### config.mk
export PLATFORM = sky130hd
export DESIGN_NAME = fftEngine
export DESIGN_NICKNAME = d
export VERILOG_FILES = /design/src/verilog/fftConfigPkg.sv /design/src/verilog/fftTypesPkg.sv /design/src/verilog/butterflySequencer.sv /design/src/verilog/butterflyJobFifo.sv /design/src/verilog/butterflyUnit.sv /design/src/verilog/fftEngine.sv
export SDC_FILE = /design/constraint.sdc
export NUM_CORES = 1
export LEC_CHECK = 0
export BUFFER_PORTS_ARGS = -buffer_cell sky130_fd_sc_hd__buf_2
export CELL_PAD_IN_SITES_DETAIL_PLACEMENT = 0
export CELL_PAD_IN_SITES_GLOBAL_PLACEMENT = 1
export CORE_MARGIN = 1
export CORE_UTILIZATION = 57
export DETAILED_ROUTE_END_ITERATION = 8
export HOLD_SLACK_MARGIN = 0.1
export PLACE_DENSITY = 0.95
export SLEW_MARGIN = 20
export SYNTH_ARGS = -nofsm -noshare
export SYNTH_HDL_FRONTEND = slang
export SYNTH_SLANG_ARGS = --single-unit
### constraint.sdc
create_clock -name clk -period 14.5 [get_ports clk]
set_clock_uncertainty 0.15 [all_clocks]
set_input_delay 0.725 -clock clk [delete_from_list [all_inputs] [get_ports clk]]
set_output_delay 0.725 -clock clk [all_outputs]
set_load 0.02 [all_outputs]
### src/verilog/fftConfigPkg.sv
`default_nettype none

package fftConfigPkg;

    localparam int PointCount  = 16;
    localparam int StageCount  = 4;    // log2 of PointCount
    localparam int SampleWidth = 10;
    localparam int TwiddleFrac = 9;    // Twiddles scaled by 511
    localparam int AddrWidth   = 5;    // Real and imaginary halves
    localparam int JobDepth    = 4;

    // W(k) = cos(2*pi*k/N) + j*sin(2*pi*k/N), k = 0..N/2-1
    localparam logic signed [SampleWidth-1:0] TwiddleRe [0:PointCount/2-1] = '{
        10'sd511, 10'sd472, 10'sd361, 10'sd196,
        10'sd0, -10'sd196, -10'sd361, -10'sd472
    };

    localparam logic signed [SampleWidth-1:0] TwiddleIm [0:PointCount/2-1] = '{
        10'sd0, 10'sd196, 10'sd361, 10'sd472,
        10'sd511, 10'sd472, 10'sd361, 10'sd196
    };

endpackage

`default_nettype wire

### src/verilog/fftTypesPkg.sv
`default_nettype none

package fftTypesPkg;

    import fftConfigPkg::*;

    typedef logic signed [SampleWidth-1:0] sample_t;
    typedef logic [AddrWidth-1:0] memAddr_t;
    typedef logic [StageCount-1:0] pointIdx_t;
    typedef logic [StageCount-2:0] twiddleIdx_t;
    typedef logic signed [2*SampleWidth-2:0] product_t;

    // Top index, bottom index, twiddle index, last flag
    localparam int JobWidth = 2 * StageCount + (StageCount - 1) + 1;
    typedef logic [JobWidth-1:0] job_t;

    typedef enum logic [1:0] {
        SeqIdle,
        SeqStage,
        SeqGroup,
        SeqWing
    } seqState_t;

    typedef enum logic [4:0] {
        UnitIdle,
        UnitWaitTopRe, UnitTakeTopRe,
        UnitWaitTopIm, UnitTakeTopIm,
        UnitWaitBotRe, UnitTakeBotRe,
        UnitWaitBotIm, UnitTakeBotIm,
        UnitMult, UnitShift, UnitSum, UnitHalf,
        UnitWriteTopRe, UnitWriteTopIm,
        UnitWriteBotRe, UnitWriteBotIm
    } unitState_t;

endpackage

`default_nettype wire

### src/verilog/butterflySequencer.sv
`timescale 1ns/1ns
`default_nettype none

module butterflySequencer
    import fftConfigPkg::*, fftTypesPkg::*;
(
    input  logic clk,
    input  logic rst_n,
    input  logic doFft,
    input  logic jobFull,
    output logic jobPush,
    output job_t job
);

    seqState_t   state;
    pointIdx_t   stageCnt;
    pointIdx_t   groups;      // Butterfly groups in this stage
    pointIdx_t   wings;       // Wings per group, also the top/bottom distance
    pointIdx_t   groupCnt;
    pointIdx_t   wingCnt;
    pointIdx_t   groupBase;
    pointIdx_t   top;
    twiddleIdx_t twIdx;
    twiddleIdx_t twStep;
    logic        lastJob;

    // Final wing of the single group in the final stage
    assign lastJob = (stageCnt == pointIdx_t'(StageCount)) && (groupCnt == groups)
        && (wingCnt == wings - 1'b1);

    assign jobPush = (state == SeqWing) && (wingCnt != wings) && !jobFull;
    assign job = {top, top + wings, twIdx, lastJob};

    always_ff @(posedge clk)
    begin
        if (!rst_n)
        begin
            state <= SeqIdle;
        end
        else
        begin
            case (state)
                SeqIdle:
                begin
                    if (doFft)
                    begin
                        stageCnt <= '0;
                        state <= SeqStage;
                    end
                end
                SeqStage:
                begin
                    if (stageCnt == pointIdx_t'(StageCount))
                    begin
                        state <= SeqIdle;
                    end
                    else
                    begin
                        if (stageCnt == '0)
                        begin
                            groups <= pointIdx_t'(PointCount / 2);
                            wings <= pointIdx_t'(1);
                        end
                        else
                        begin
                            groups <= groups >> 1;
                            wings <= wings << 1;
                        end
                        twStep <= twiddleIdx_t'((PointCount / 2) >> stageCnt); // N/(2*wings)
                        groupBase <= '0;
                        groupCnt <= '0;
                        stageCnt <= stageCnt + 1'b1;
                        state <= SeqGroup;
                    end
                end
                SeqGroup:
                begin
                    if (groupCnt == groups)
                    begin
                        state <= SeqStage;
                    end
                    else
                    begin
                        top <= groupBase;
                        groupBase <= groupBase + (wings << 1);
                        twIdx <= '0;
                        wingCnt <= '0;
                        groupCnt <= groupCnt + 1'b1;
                        state <= SeqWing;
                    end
                end
                SeqWing:
                begin
                    if (wingCnt == wings)
                    begin
                        state <= SeqGroup;
                    end
                    else if (!jobFull) // Hold while FIFO is full
                    begin
                        top <= top + 1'b1;
                        twIdx <= twIdx + twStep;
                        wingCnt <= wingCnt + 1'b1;
                    end
                end
                default:
                    state <= SeqIdle;
            endcase
        end
    end

endmodule

`default_nettype wire

### src/verilog/butterflyJobFifo.sv
`timescale 1ns/1ns
`default_nettype none

module butterflyJobFifo
    import fftConfigPkg::*, fftTypesPkg::*;
(
    input  logic clk,
    input  logic rst_n,
    input  logic jobPush,
    input  job_t job,
    input  logic jobPop,
    output job_t jobHead,
    output logic jobFull,
    output logic jobEmpty
);

    job_t mem [0:JobDepth-1];

    logic [$clog2(JobDepth)-1:0]   wrPtr;
    logic [$clog2(JobDepth)-1:0]   rdPtr;
    logic [$clog2(JobDepth+1)-1:0] count;
    logic                          doPush;
    logic                          doPop;

    assign jobFull  = (count == JobDepth);
    assign jobEmpty = (count == 0);
    assign doPush   = jobPush && !jobFull;
    assign doPop    = jobPop && !jobEmpty;
    assign jobHead  = mem[rdPtr];

    always_ff @(posedge clk)
    begin
        if (doPush)
        begin
            mem[wrPtr] <= job;
        end
    end

    always_ff @(posedge clk)
    begin
        if (!rst_n)
        begin
            wrPtr <= '0;
            rdPtr <= '0;
            count <= '0;
        end
        else
        begin
            if (doPush)
            begin
                wrPtr <= (wrPtr == JobDepth - 1) ? '0 : wrPtr + 1'b1;
            end
            if (doPop)
            begin
                rdPtr <= (rdPtr == JobDepth - 1) ? '0 : rdPtr + 1'b1;
            end
            if (doPush && !doPop)
            begin
                count <= count + 1'b1;
            end
            else if (doPop && !doPush)
            begin
                count <= count - 1'b1;
            end
        end
    end

endmodule

`default_nettype wire

### src/verilog/butterflyUnit.sv
`timescale 1ns/1ns
`default_nettype none

module butterflyUnit
    import fftConfigPkg::*, fftTypesPkg::*;
(
    input  logic     clk,
    input  logic     rst_n,
    input  job_t     jobHead,
    input  logic     jobEmpty,
    output logic     jobPop,
    output memAddr_t addr,
    output logic     writeEnable,
    output sample_t  dataOut,
    input  sample_t  dataIn,
    output logic     fftDone
);

    unitState_t  state;
    pointIdx_t   headTop;
    pointIdx_t   headBottom;
    twiddleIdx_t headTw;
    logic        headLast;
    pointIdx_t   top;
    pointIdx_t   bottom;
    logic        last;
    sample_t     twRe;
    sample_t     twIm;
    sample_t     aRe;         // Top wing, later top result
    sample_t     aIm;
    sample_t     bRe;         // Bottom wing, later W*B, then bottom result
    sample_t     bIm;
    product_t    prodRe;
    product_t    prodIm;

    assign {headTop, headBottom, headTw, headLast} = jobHead;
    assign jobPop = (state == UnitIdle) && !jobEmpty;

    function automatic memAddr_t reAddr(input pointIdx_t idx);
        reAddr = memAddr_t'(idx);
    endfunction

    function automatic memAddr_t imAddr(input pointIdx_t idx);
        imAddr = memAddr_t'(idx) + memAddr_t'(PointCount);
    endfunction

    // Signed divide truncates toward zero
    function automatic sample_t halve(input sample_t v);
        halve = v / 2;
    endfunction

    always_ff @(posedge clk)
    begin
        if (!rst_n)
        begin
            state <= UnitIdle;
            writeEnable <= 1'b0;
            fftDone <= 1'b0;
        end
        else
        begin
            fftDone <= 1'b0;
            case (state)
                UnitIdle:
                begin
                    if (!jobEmpty)
                    begin
                        top <= headTop;
                        bottom <= headBottom;
                        last <= headLast;
                        twRe <= TwiddleRe[headTw];
                        twIm <= TwiddleIm[headTw];
                        addr <= reAddr(headTop);
                        state <= UnitWaitTopRe;
                    end
                end
                UnitWaitTopRe:
                    state <= UnitTakeTopRe;
                UnitTakeTopRe:
                begin
                    aRe <= dataIn;
                    addr <= imAddr(top);
                    state <= UnitWaitTopIm;
                end
                UnitWaitTopIm:
                    state <= UnitTakeTopIm;
                UnitTakeTopIm:
                begin
                    aIm <= dataIn;
                    addr <= reAddr(bottom);
                    state <= UnitWaitBotRe;
                end
                UnitWaitBotRe:
                    state <= UnitTakeBotRe;
                UnitTakeBotRe:
                begin
                    bRe <= dataIn;
                    addr <= imAddr(bottom);
                    state <= UnitWaitBotIm;
                end
                UnitWaitBotIm:
                    state <= UnitTakeBotIm;
                UnitTakeBotIm:
                begin
                    bIm <= dataIn;
                    state <= UnitMult;
                end
                UnitMult:
                begin
                    prodRe <= bRe * twRe - bIm * twIm;
                    prodIm <= bRe * twIm + bIm * twRe;
                    state <= UnitShift;
                end
                UnitShift:
                begin
                    bRe <= sample_t'(prodRe >>> TwiddleFrac); // Back to Q0
                    bIm <= sample_t'(prodIm >>> TwiddleFrac);
                    state <= UnitSum;
                end
                UnitSum:
                begin
                    aRe <= aRe + bRe;
                    aIm <= aIm + bIm;
                    bRe <= bRe - aRe;  // WB - A
                    bIm <= bIm - aIm;
                    state <= UnitHalf;
                end
                UnitHalf:
                begin
                    aRe <= halve(aRe);
                    aIm <= halve(aIm);
                    bRe <= halve(bRe);
                    bIm <= halve(bIm);
                    writeEnable <= 1'b1;
                    addr <= reAddr(top);
                    dataOut <= halve(aRe); // First word goes out with the halving
                    state <= UnitWriteTopRe;
                end
                UnitWriteTopRe:
                begin
                    addr <= imAddr(top);
                    dataOut <= aIm;
                    state <= UnitWriteTopIm;
                end
                UnitWriteTopIm:
                begin
                    addr <= reAddr(bottom);
                    dataOut <= bRe;
                    state <= UnitWriteBotRe;
                end
                UnitWriteBotRe:
                begin
                    addr <= imAddr(bottom);
                    dataOut <= bIm;
                    state <= UnitWriteBotIm;
                end
                UnitWriteBotIm:
                begin
                    writeEnable <= 1'b0;
                    fftDone <= last; // Lands after the final word is stored
                    state <= UnitIdle;
                end
                default:
                    state <= UnitIdle;
            endcase
        end
    end

endmodule

`default_nettype wire

### src/verilog/fftEngine.sv
`timescale 1ns/1ns
`default_nettype none

module fftEngine
    import fftTypesPkg::*;
(
    input  logic     clk,
    input  logic     rst_n,
    input  logic     doFft,
    output logic     fftDone,
    output memAddr_t addr,
    output logic     writeEnable,
    output sample_t  dataOut,
    input  sample_t  dataIn
);

    logic jobPush;
    logic jobPop;
    logic jobFull;
    logic jobEmpty;
    job_t job;
    job_t jobHead;

    butterflySequencer u_sequencer (
        .clk     (clk),
        .rst_n   (rst_n),
        .doFft   (doFft),
        .jobFull (jobFull),
        .jobPush (jobPush),
        .job     (job)
    );

    butterflyJobFifo u_jobFifo (
        .clk      (clk),
        .rst_n    (rst_n),
        .jobPush  (jobPush),
        .job      (job),
        .jobPop   (jobPop),
        .jobHead  (jobHead),
        .jobFull  (jobFull),
        .jobEmpty (jobEmpty)
    );

    butterflyUnit u_unit (
        .clk         (clk),
        .rst_n       (rst_n),
        .jobHead     (jobHead),
        .jobEmpty    (jobEmpty),
        .jobPop      (jobPop),
        .addr        (addr),
        .writeEnable (writeEnable),
        .dataOut     (dataOut),
        .dataIn      (dataIn),
        .fftDone     (fftDone)
    );

endmodule

`default_nettype wire

After elaboration in Yosys (flattened, before gate mapping):

Memories as Yosys holds them, arrays and structs flattened. A register that Yosys moved wholly into a read port is not among the register bits.
Index checks and enable logic that the tools add are counted.

* flip-flop bits (word level): 152
* memory bits (writable): 48
* bits in read-only memories: 160
* input bits: 13
* output and inout port bits: 17
* memories: 3

Memory list
* (name not given): words 8, bits a word 10, rd ports 1, clocked after memory_dff 1, write ports 0, line butterflyUnit.sv:72 `twIm <= TwiddleIm[headTw];`
* (name not given): words 8, bits a word 10, rd ports 1, clocked after memory_dff 1, write ports 0, line butterflyUnit.sv:71 `twRe <= TwiddleRe[headTw];`
* u_jobFifo.mem: words 4, bits a word 12, rd ports 1, clocked after memory_dff 1, write ports 1, line butterflyJobFifo.sv:17 `job_t mem [0:JobDepth-1];`

* add/sub/neg operators: 24
* multipliers: 4
* eq/ne operators: 34
* shift operators: 1
* muxes and demuxes: 45
* bitwise logic cells: 7
* reduce and logical (&&, ||, !) cells: 45

Operator list (count)
* 10-bit one-hot mux with 4 select lines: 3
* 5-bit one-hot mux with 16 select lines: 1
* 10-bit by 10-bit multiplier with 19-bit output: 4
* 10-bit one-hot mux with 3 select lines: 2
* 4-bit 2-to-1 mux: 12
* 10-bit by 1-bit adder with 10-bit output: 4
* 5-bit by 4-bit == test with 1-bit output, second input constant: 8
* 4-bit one-hot mux with 2 select lines: 5
* 5-bit one-hot mux with 5 select lines: 1
* 10-bit adder: 2
* 5-bit by 3-bit == test with 1-bit output, second input constant: 4
* 10-bit subtractor: 2
* 19-bit adder: 1
* 19-bit subtractor: 1
* 4-bit by 1-bit adder with 4-bit output, second input constant: 4
* 2-bit 2-to-1 mux: 8
* 2-bit AND reduction: 8
* 3-bit 2-to-1 mux: 5
* 2-bit != test, second input constant: 7
* 4-bit == test: 3
* 4-bit nonzero test: 3
* 4-bit by 5-bit adder with 5-bit output, second input constant: 2
* 5-bit by 2-bit == test with 1-bit output, second input constant: 2
* 5-bit 2-to-1 mux: 2
* other kinds (34): 66

Depth between registers and ports, before layout:

Gate-level depths: netlist (run 1).

* depth after elaboration: 8
* depth in mapped cells: 25
* gate-level depth less buffers: 24

Modules after synthesis:

From an unflattened synthesis (run 1), not the netlist that was laid out.

* cell total of the unflattened synthesis: 2480
* area total of the unflattened synthesis: 25100.3 µm²

Modules (own cells, without submodules)
* butterflyUnit: times used 1, cells an instance 2220, area each 21106.5 µm², sequential area each 3173.0 µm²
* butterflyJobFifo: times used 1, cells an instance 113, area each 2237.1 µm², sequential area each 1621.6 µm²
* butterflySequencer: times used 1, cells an instance 147, area each 1756.7 µm², sequential area each 910.9 µm²

Worst setup path before layout (run 1):

Ideal clock, no wire load.

* path kind: register to register
* start point: register u_unit.bRe[5]
* end point: register u_unit.prodIm[18] (data pin)
* arrival: 6.426 ns
* required time: 14.090 ns
* setup slack: 7.665 ns
* stages on the path, launching flop included: 23
* buffers on the path: 2
* path through: edfxtp_1 clkbuf_1 clkbuf_1 nand2_1 fa_1 fa_1 fa_1 inv_1 fa_1 fa_1 fa_1 inv_1 fa_1 inv_1 ha_1 o21ai_2 a21oi_1 a221o_1 o211a_1 a2111oi_4 o21bai_2 a21oi_2 xnor2_1

* longest elaborated chain between the ends: 2

Ends and longest elaborated chain
* start: declaration: line butterflyUnit.sv:31 `sample_t bRe;`
* start signal: assignment: line butterflyUnit.sv:97 `bRe <= dataIn;`
* start signal: assignment: line butterflyUnit.sv:116 `bRe <= sample_t'(prodRe >>> TwiddleFrac);`
* start signal: assignment: line butterflyUnit.sv:124 `bRe <= bRe - aRe;`
* 10-bit by 10-bit multiplier with 19-bit output: line butterflyUnit.sv:111 `prodIm <= bRe * twIm + bIm * twRe;`
* 19-bit adder: line butterflyUnit.sv:111
* end signal: assignment: line butterflyUnit.sv:111
* end: declaration: line butterflyUnit.sv:34 `product_t prodIm;`

Every way passes these cells.
A chain may end at the register's enable or synchronous reset.

Final worst setup path (run 1):

* start point: register u_unit.bIm[9]
* end point: register u_unit.prodRe[18] (data pin)

* longest elaborated chain between the ends: 2

Ends and longest elaborated chain
* start: declaration: line butterflyUnit.sv:32 `sample_t bIm;`
* start signal: assignment: line butterflyUnit.sv:105 `bIm <= dataIn;`
* start signal: assignment: line butterflyUnit.sv:117 `bIm <= sample_t'(prodIm >>> TwiddleFrac);`
* start signal: assignment: line butterflyUnit.sv:125 `bIm <= bIm - aIm;`
* 10-bit by 10-bit multiplier with 19-bit output: line butterflyUnit.sv:110 `prodRe <= bRe * twRe - bIm * twIm;`
* 19-bit subtractor: line butterflyUnit.sv:110
* end signal: assignment: line butterflyUnit.sv:110
* end: declaration: line butterflyUnit.sv:33 `product_t prodRe;`

Every way passes these cells.

==> flow_summary.json, run 1 <==
{
  "cts_buffer_depth": 2,
  "ys_seq_area_share_pct": 22.7,
  "grt_use_total_pct": 28.6,
  "netlist-cell-type-count": 67,
  "via_per_inst": 5.59,
  "synth_edf_count": 178,
  "syn_nets": 3129,
  "tightest_slew_ns": 1.10,
  "synth_area_leader_cell": "fa_1",
  "grt_overflow": 0,
  "drive_above_1_share_pct": 4.90,
  "clk_pin_slew_ns": 0.08,
  "fin_nets": 3103,
  "arrival_ns": 7.52,
  "insertion_delay_ns": 0.50,
  "multi_input_area_sq_um": 17000,
  "synth_mux_area_share_pct": 1.72,
  "drc": 0,
  "pin_count": 30,
  "maxCapViolations": 0,
  "wl_per_cell_um": 19.3,
  "synth_flop_cell": "edfxtp_1",
  "rows": 76,
  "cts_root_buffer": "clkbuf_16",
  "antenna_found_initial": 0,
  "nFillCells": 3542,
  "cts_max_level": 4,
  "fmax_mhz": 134,
  "first_iter_violations": 1615,
  "buffer_ports.inserted": 29,
  "detail-route-antenna-nets": 0,
  "synth-compound-area-share_pct": 5.98,
  "cp-start-kind": "register",
  "netlist_top_cells_area": "fa_1 (32%), edfxtp_1 (21%), ha_1 (11%), inv_1 (8.2%), and2_1 (4.0%)",
  "required_ns": 14.57,
  "setup_tns_ns": 0,
  "postCtsSetupBuffers": 0,
  "crit_type": "reg -> reg",
  "grt_pass1_vias": 18200,
  "r2r_slack_ns": 7.05,
  "critPathCaptureType": "register",
  "regArea_sq_um": 5710,
  "vias": 17200,
  "cts_sinks": 196,
  "synthAdderAreaFrac_pct": 42.5,
  "period_needed_ns": 7.45,
  "hpwl_um": 46300,
  "async_flop_share_pct": 0,
  "die_w_um": 212,
  "initial_utilization_pct": 58.0,
  "critPathSlowestCell": "edfxtp_1",
  "synthCells": 2503,
  "gp_congestion": 0.979,
  "synth.cell_area_sq_um": 25100,
  "status": "complete, no violations",
  "numCtsBuffers": 17,
  "slew_headroom_pct": 26.6,
  "finalSetupViolations": 0,
  "synth-seq-cells": 196,
  "hold_buffers": 0,
  "worst-path-buf-inv": 4,
  "drv_slew": 0,
  "synth_xor_area_share_pct": 4.95,
  "dieArea_sq_um": 44900,
  "dr.pass1.iters": 6,
  "die_h_um": 212,
  "hold_class": "reg -> reg",
  "area_growth_pct": 5.32,
  "cts_tree": "yes",
  "yosysWarningCount": 0,
  "yosys.area_share.simple_pct": 12.3,
  "crit_family": "adder cells",
  "grt_pass1_wl_um": 96700,
  "crit_top_cell": "fa_1",
  "yosysTopAreaCellShare_pct": 32.0,
  "grt_max_degree": 43,
  "ctsResizeCount": 0,
  "routed_wl_um": 59500,
  "rsz0062_at_grt": "false",
  "crit_chain": "nand2_1 > inv_1 > fa_1 > fa_1 > fa_1 > inv_1 > fa_1 > fa_1 > fa_1 > inv_1 > fa_1 > inv_1 > ha_1 > nand3_1 > a211oi_1 > o31a_1 > a41o_1 > o21a_1 > nor2_1 > xnor2_1",
  "crit_fanout": 23,
  "syn-mean-instance-area_sq_um": 10.0,
  "synth_top_family_by_area": "adder cells",
  "finalCritPeriodShare_pct": 51.3,
  "max_stage_delay_ns": 0.91,
  "hold_viol": 0,
  "core_sq_um": 43300
}
## logic make-up (layout without fill, tap and decap cells)
logic type,Yosys count,in the layout
buf+inv,656,643
simple gates,647,647
fa+ha+maj,613,613
compound gates,220,220
flops,196,196
xor+xnor,142,142
mux,29,29
other cells,0,1
## metal layers
layer | share of wire, % | GRT usage (%) | vias up
met5 | 0 | 0 | -
met4 | 3.5 | 11.1 | 0
met3 | 8.0 | 6.65 | 109
met2 | 49 | 46.6 | 685
met1 | 40 | 37.0 | 8670
li1 | - | - | 7743
## worst register-to-register path: stages (launching register included)
cell and delay (ns):
edfxtp_1 0.91, nand2_1 0.53, inv_1 0.39, fa_1 0.50
fa_1 0.47, fa_1 0.51, inv_1 0.05, fa_1 0.56
fa_1 0.44, fa_1 0.50, inv_1 0.05, fa_1 0.47
inv_1 0.04, ha_1 0.34, nand3_1 0.11, a211oi_1 0.32
o31a_1 0.26, a41o_1 0.24, o21a_1 0.15, nor2_1 0.06
xnor2_1 0.13
## state kept, by name, indices dropped and copies added, names as in the netlist, 7 cells and up, named ones only
signal and cells:
u_unit.twRe 10, u_unit.dataOut 10, u_unit.prodIm 10, u_jobFifo.mem 48
u_unit.prodRe 10, u_unit.twIm 7, u_unit.aRe 10, u_unit.bRe 10
u_unit.aIm 10, u_unit.bIm 10
## metrics by stage
stage / utilization (%) / hold WS [ns] / setup slack [ns] / std cells / cell area, sq um
5_1_grt: 61.1 / 0.356 / 6.76 / 3075 / 26400
6_report: 61.1 / 0.330 / 7.05 / 3076 / 26400
4_1_cts: 61.1 / 0.324 / 7.08 / 3074 / 26400
2_1_floorplan: - / 0.319 / 7.66 / 2503 / 25100
3_5_place_dp: 59.7 / 0.315 / 7.09 / 3042 / 25800
3_3_place_gp: 59.7 / 0.314 / 7.22 / 3042 / 25800
## final cells by class
class	instances	area share (%)
multi-input cells	1651	64.1
clock inverters	15	0.658
well taps	585	2.77
diodes	1	0.00946
repair buffers	59	1.43
flip-flops and latches	196	21.6
inverters	552	7.84
clock buffers	17	1.61
## placed cells by master (no fill, tap or decap), drive strengths merged, types with 6 or more instances in the layout
cell	n
nor2	124
fa	401
dfxtp	18
nor3	30
ha	212
clkbuf	17
nand3	39
and2	160
a21o	9
mux2i	15
o22ai	8
and3	8
inv	562
xor2	33
a21oi	56
o21a	10
o221ai	14
nand2b	15
xnor2	109
nand2	237
o21ai	47
o21bai	10
edfxtp	178
a31oi	6
nor2b	8
a221o	7
buf	59
mux4	11
a222oi	6
## synthesized netlist by cell type (29+ instances only)
| library cell | number |
|---|---|
| fa_1 | 401 |
| a21oi_1 | 55 |
| nor2_1 | 124 |
| edfxtp_1 | 178 |
| and2_1 | 160 |
| xor2_1 | 33 |
| clkbuf_1 | 96 |
| inv_1 | 549 |
| nand2_1 | 237 |
| nor3_1 | 29 |
| ha_1 | 212 |
| nand3_1 | 39 |
| xnor2_1 | 109 |
## path summary, 6_finish.rpt
check                                                startpoint  depth (start not counted)                               to
worst max-delay path                    u_unit.bIm[9]$_DFFE_PP_                         20      u_unit.prodRe[18]$_DFFE_PP_
worst min-delay path            u_unit.writeEnable$_SDFFE_PN0P_                          2  u_unit.writeEnable$_SDFFE_PN0P_
worst max register to register          u_unit.bIm[9]$_DFFE_PP_                         20      u_unit.prodRe[18]$_DFFE_PP_
worst min register to register  u_unit.writeEnable$_SDFFE_PN0P_                          2  u_unit.writeEnable$_SDFFE_PN0P_
Power of run 1 is left out: the tool's default activity adds up to more than one toggle a clock period on the data nets, which glitch-free logic cannot reach.
==> run 2, diff against run 1 <==
- ABC_AREA: not set -> 1
- CORE_UTILIZATION: 57 -> 51
- PLACE_DENSITY: 0.95 -> 0.89
- clock period: 14.5 -> 6.9 ns (I/O delays scaled with it)
==> flow_summary.json, run 2 <==
{
  "hpwl_um": 56200,
  "rsz0062_at_grt": "false",
  "r2r-end": "u_unit.prodRe[18]$_DFFE_PP_",
  "die_h_um": 229,
  "holdWs_ns": 0.140,
  "slew_headroom_pct": 27.4,
  "dieArea_sq_um": 52300,
  "netlist_top_cells_area": "fa_1 (31%), edfxtp_1 (20%), inv_1 (12%), ha_1 (10%), nand2_1 (9.4%)",
  "crit_family": "adder cells",
  "setup_tns_ns": 0,
  "grt_pass1_wl_um": 113000,
  "first_iter_violations": 1644,
  "buffer_ports.inserted": 29,
  "final_util_pct": 56.2,
  "synth_most_common_cell": "inv_1",
  "drc": 0,
  "crit_chain": "nand2_1 > fa_1 > fa_1 > fa_1 > inv_1 > fa_1 > inv_1 > fa_1 > inv_1 > fa_1 > inv_1 > fa_1 > inv_1 > ha_1 > nand2_1 > nor2_1 > a211oi_1 > o21ai_0 > a21oi_1 > inv_1 > nand2_1 > nand2_1",
  "async_flop_share_pct": 0,
  "dr.pass1.iters": 6,
  "layout_common_cells": "inv_1 (815), nand2_1 (658), fa_1 (401)",
  "vias": 20100,
  "grt_overflow": 0,
  "tightest_slew_ns": 1.09,
  "r2r_start": "u_unit.bRe[9]$_DFFE_PP_",
  "status": "complete, no violations",
  "synth_area_leader_cell": "fa_1",
  "period_needed_ns": 6.59,
  "wl_per_cell_um": 18.0,
  "hold_class": "in -> reg",
  "synth_common_cells": "inv_1 (815), nand2_1 (658), fa_1 (401), ha_1 (212), edfxtp_1 (178)",
  "cts_root_buffer": "clkbuf_16",
  "cts_sinks": 196,
  "grt_pass1_vias": 21100,
  "pin_count": 30,
  "grt_max_degree": 33,
  "min_from": "dataIn[4]",
  "max_stage_delay_ns": 0.73,
  "place_ws_ns": 0.118,
  "critPathSlowestCell": "fa_1",
  "yosysTopAreaCellShare_pct": 30.6,
  "finalCritPeriodShare_pct": 95.5,
  "core_sq_um": 50500,
  "ff2ff_path_depth": 22,
  "grt_use_total_pct": 27.7,
  "synth-seq-cells": 196,
  "numCtsBuffers": 17,
  "worst-path-buf-inv": 6,
  "regMostFlops": "u_jobFifo.mem",
  "fin_nets": 3767,
  "rows": 82,
  "synth.cell_area_sq_um": 26200,
  "nFillCells": 4564,
  "cts_tree": "yes",
  "cts_buffer_depth": 2,
  "netlist-cell-type-count": 54,
  "ctsResizeCount": 0,
  "required_ns": 6.98,
  "syn_nets": 3705,
  "worstHoldPathCells": 3,
  "crit_type": "reg -> reg",
  "detail-route-antenna-nets": 0,
  "critPathCaptureType": "register",
  "hold_viol": 0,
  "drive_above_1_share_pct": 6.53,
  "r2r_slack_ns": 0.31,
  "syn-mean-instance-area_sq_um": 8.52,
  "antenna_cells": 0,
  "fmax_mhz": 152,
  "cts_max_level": 4,
  "synthCells": 3079,
  "routed_wl_um": 69000,
  "antenna_found_initial": 0,
  "clk_pin_slew_ns": 0.08,
  "final_common_cell": "inv_1",
  "synth_edf_count": 178,
  "finalSetupViolations": 0,
  "largest_register_ff_count": 48,
  "ys_seq_area_share_pct": 21.8,
  "maxCapViolations": 0,
  "initial_utilization_pct": 52.0,
  "cp-start-kind": "register",
  "area_growth_pct": 8.23,
  "via_per_inst": 5.26,
  "crit_top_cell": "fa_1",
  "yosysWarningCount": 0,
  "crit_fanout": 12,
  "hold-path-endpoint": "u_unit.aIm[4]$_DFFE_PP_",
  "arrival_ns": 6.67,
  "gp_congestion": 0.935,
  "synth_flop_cell": "edfxtp_1",
  "setup_slack_ns": 0.309,
  "insertion_delay_ns": 0.48,
  "die_w_um": 229,
  "drv_slew": 0
}
==> run 2: cell families after synthesis <==
logic type	share of synthesized area (%)
adder cells (fa/ha/maj)	40.7
flip-flops	21.8
buffers and inverters	13.4
AO/OA/AOI/OAI	5.58
XOR/XNOR	2.47
AND/OR/NAND/NOR	16.1
==> run 2: worst max-delay path by stage <==
| stage | from | endpoint | slack (ns) | cells after the start |
|---|---|---|---|---|
| after floorplan | u_unit.bRe[9]$_DFFE_PP_ | u_unit.prodRe[17]$_DFFE_PP_ | 0.63 | 20 |
| after global placement | u_unit.twRe[4]$_DFFE_PP_ | u_unit.prodIm[18]$_DFFE_PP_ | 0.14 | 24 |
| after detailed placement | u_unit.twRe[4]$_DFFE_PP_ | u_unit.prodIm[18]$_DFFE_PP_ | 0.12 | 24 |
| after CTS | u_unit.twRe[4]$_DFFE_PP_ | u_unit.prodIm[18]$_DFFE_PP_ | 0.10 | 24 |
| after global routing | u_unit.bIm[5]$_DFFE_PP_ | u_unit.prodRe[18]$_DFFE_PP_ | 0.002 | 21 |
| final | u_unit.bRe[9]$_DFFE_PP_ | u_unit.prodRe[18]$_DFFE_PP_ | 0.31 | 22 |
==> run 2: repair_timing <==
item / in CTS / in global routing
hold endpoints to repair: 17 / 0
setup buffers: 0 / 40
hold buffers: 5 / 0
endpoints found under the setup margin: 0 / 11
==> run 2: cell type report <==
| cell class | count | area, sq um | area share [%] |
|---|---|---|---|
| Timing Repair Buffer | 145 | 1100 | 3.89 |
| Tap cell | 672 | 841 | 2.96 |
| Sequential cell | 196 | 5710 | 20.1 |
| Multi-Input combinational cell | 1957 | 17000 | 60.0 |
| Clock buffer | 18 | 439 | 1.55 |
| Clock inverter | 14 | 183 | 0.643 |
| Inverter | 824 | 3090 | 10.9 |
==> run 2: metal layers <==
layer | vias up | track usage [%] | share of wire [%]
met5 | - | 0 | 0
met4 | 0 | 8.77 | 3.1
met3 | 118 | 4.53 | 7.0
met2 | 732 | 45.6 | 48
met1 | 9880 | 37.5 | 42
li1 | 9413 | - | -
==> run 2: worst min-delay path: stages <==
cell and delay (ns):
buf_2 0.12, nand2_1 0.10, nand3_1 0.09
==> run 2: through the flow <==
stage	cell area [sq um]	instances
3_3_place_gp	27400	3749
2_1_floorplan	26200	3079
3_5_place_dp	27400	3749
5_1_grt	28400	3826
4_1_cts	28000	3786
6_report	28400	3826
Power of run 2 is left out for the same reason.
==> run 3, diff against run 2 <==
- BUFFER_PORTS_ARGS: -buffer_cell sky130_fd_sc_hd__buf_2 -> -buffer_cell sky130_fd_sc_hd__buf_4
==> flow_summary.json, run 3 (same netlist as run 2, synthesis figures left out) <==
{
  "status": "complete, no violations",
  "period_needed_ns": 6.80,
  "fin_nets": 3758,
  "cts_buffer_depth": 2,
  "finalSetupViolations": 0,
  "pin_count": 30,
  "drive_above_1_share_pct": 6.17,
  "vias": 20100,
  "finalCritPeriodShare_pct": 98.6,
  "crit_fanout": 16,
  "regMostFlops": "u_jobFifo.mem",
  "numCtsBuffers": 17,
  "grt_use_total_pct": 27.2,
  "critPathCaptureType": "register",
  "detail-route-antenna-nets": 0,
  "rsz0062_at_grt": "false",
  "required_ns": 6.99,
  "rows": 82,
  "crit_family": "adder cells",
  "hold_viol": 0,
  "grt_pass1_wl_um": 111000,
  "cts_tree": "yes",
  "area_growth_pct": 8.47,
  "max_stage_delay_ns": 0.97,
  "crit_chain": "nand2_1 > inv_1 > fa_1 > fa_1 > ha_1 > inv_1 > fa_1 > fa_1 > fa_1 > inv_1 > fa_1 > inv_1 > ha_1 > nand2_1 > o21ai_0 > buf_4 > a21oi_1 > o21ai_1 > a21oi_1 > nand3_1 > nand2_1",
  "maxCapViolations": 0,
  "arrival_ns": 6.90,
  "initial_utilization_pct": 52.0,
  "fmax_mhz": 147,
  "buffer_ports.inserted": 29,
  "place_ws_ns": -0.115,
  "layout_common_cells": "inv_1 (815), nand2_1 (658), fa_1 (401)",
  "gp_congestion": 0.955,
  "drv_slew": 0,
  "setup_tns_ns": 0,
  "clk_pin_slew_ns": 0.09,
  "tightest_slew_ns": 1.07,
  "dr.pass1.iters": 5,
  "cts_max_level": 4,
  "hold_class": "in -> reg",
  "worstHoldPathCells": 3,
  "ff2ff_path_depth": 21,
  "die_w_um": 229,
  "wl_per_cell_um": 17.8,
  "final_cells": 3818,
  "crit_type": "reg -> reg",
  "worst-path-buf-inv": 5,
  "grt_overflow": 0,
  "via_per_inst": 5.28,
  "cp-start-kind": "register",
  "place_inst": 3752,
  "routed_wl_um": 67900,
  "grt_max_degree": 33,
  "cts_sinks": 196,
  "core_sq_um": 50500,
  "first_iter_violations": 1797,
  "cts_root_buffer": "clkbuf_16",
  "setup_slack_ns": 0.0964,
  "antenna_found_initial": 2,
  "final_common_cell": "inv_1",
  "largest_register_ff_count": 48,
  "drc": 0,
  "hpwl_um": 55500,
  "grt_pass1_vias": 20700,
  "insertion_delay_ns": 0.49,
  "path_depth": 21,
  "dieArea_sq_um": 52300,
  "final_util_pct": 56.4,
  "die_h_um": 229,
  "critPathSlowestCell": "edfxtp_1",
  "slew_headroom_pct": 28.6,
  "crit_top_cell": "fa_1"
}
-- run 3: cell count changes in the layout (fill, tap and decap cells not counted), sizes merged --
| cell | delta |
|---|---|
| buf | -12 |
| dlygate4sd3 | +3 |
| clkbuf | -1 |
| diode | +1 |
| inv | +1 |
-- run 3: metrics by stage --
stage,hold slack [ns],instance area [sq um]
after global routing,0.117,28400
after CTS,0.103,28300
final,0.131,28500
after floorplan,0.305,26200
after detailed placement,0.317,27500
after global placement,0.323,27500
-- run 3: final cells by class --
type / count / area, sq um
clock inverter: 15 / 230
tap: 672 / 841
timing repair buffer: 136 / 1130
sequential: 196 / 5710
inverter: 824 / 3090
multi-input combinational: 1957 / 17000
fill: 4551 / 22000
antenna: 1 / 2.50
clock buffer: 17 / 425
-- run 3: what timing repair did --
item | CTS | global route
hold endpoints to repair | 23 | 0
setup buffers | 8 | 17
cloned | 0 | 0
hold buffers | 8 | 0
setup endpoints to repair | 2 | 4
gates resized for setup | 1 | 0
-- run 3: worst paths after layout --
kind / start / to / slack [ns]
worst max-delay path: u_unit.bIm[4]$_DFFE_PP_ / u_unit.prodRe[18]$_DFFE_PP_ / 0.1
worst min-delay path: dataIn[6] / u_unit.aRe[6]$_DFFE_PP_ / 0.13
worst min register to register: u_unit.writeEnable$_SDFFE_PN0P_ / u_unit.writeEnable$_SDFFE_PN0P_ / 0.33
worst max register to register: u_unit.bIm[4]$_DFFE_PP_ / u_unit.prodRe[18]$_DFFE_PP_ / 0.1
-- run 3: per-layer routing --
layer | track usage [%] | vias up | part of all wire, %
li1 | - | 9412 | -
met1 | 37.1 | 9901 | 42
met2 | 43.9 | 701 | 47
met3 | 4.62 | 125 | 7.0
met4 | 9.75 | 2 | 3.4
met5 | 0 | - | 0.018
-- run 3: worst register-to-register path: stages, from the launching register on --
cell,delay (ns)
edfxtp_1,0.97
nand2_1,0.12
inv_1,0.16
fa_1,0.45
fa_1,0.49
ha_1,0.29
inv_1,0.04
fa_1,0.49
fa_1,0.43
fa_1,0.49
inv_1,0.05
fa_1,0.47
inv_1,0.05
ha_1,0.29
nand2_1,0.07
o21ai_0,0.53
buf_4,0.24
a21oi_1,0.05
o21ai_1,0.39
a21oi_1,0.17
nand3_1,0.12
nand2_1,0.06
Power of run 3 is left out for the same reason.
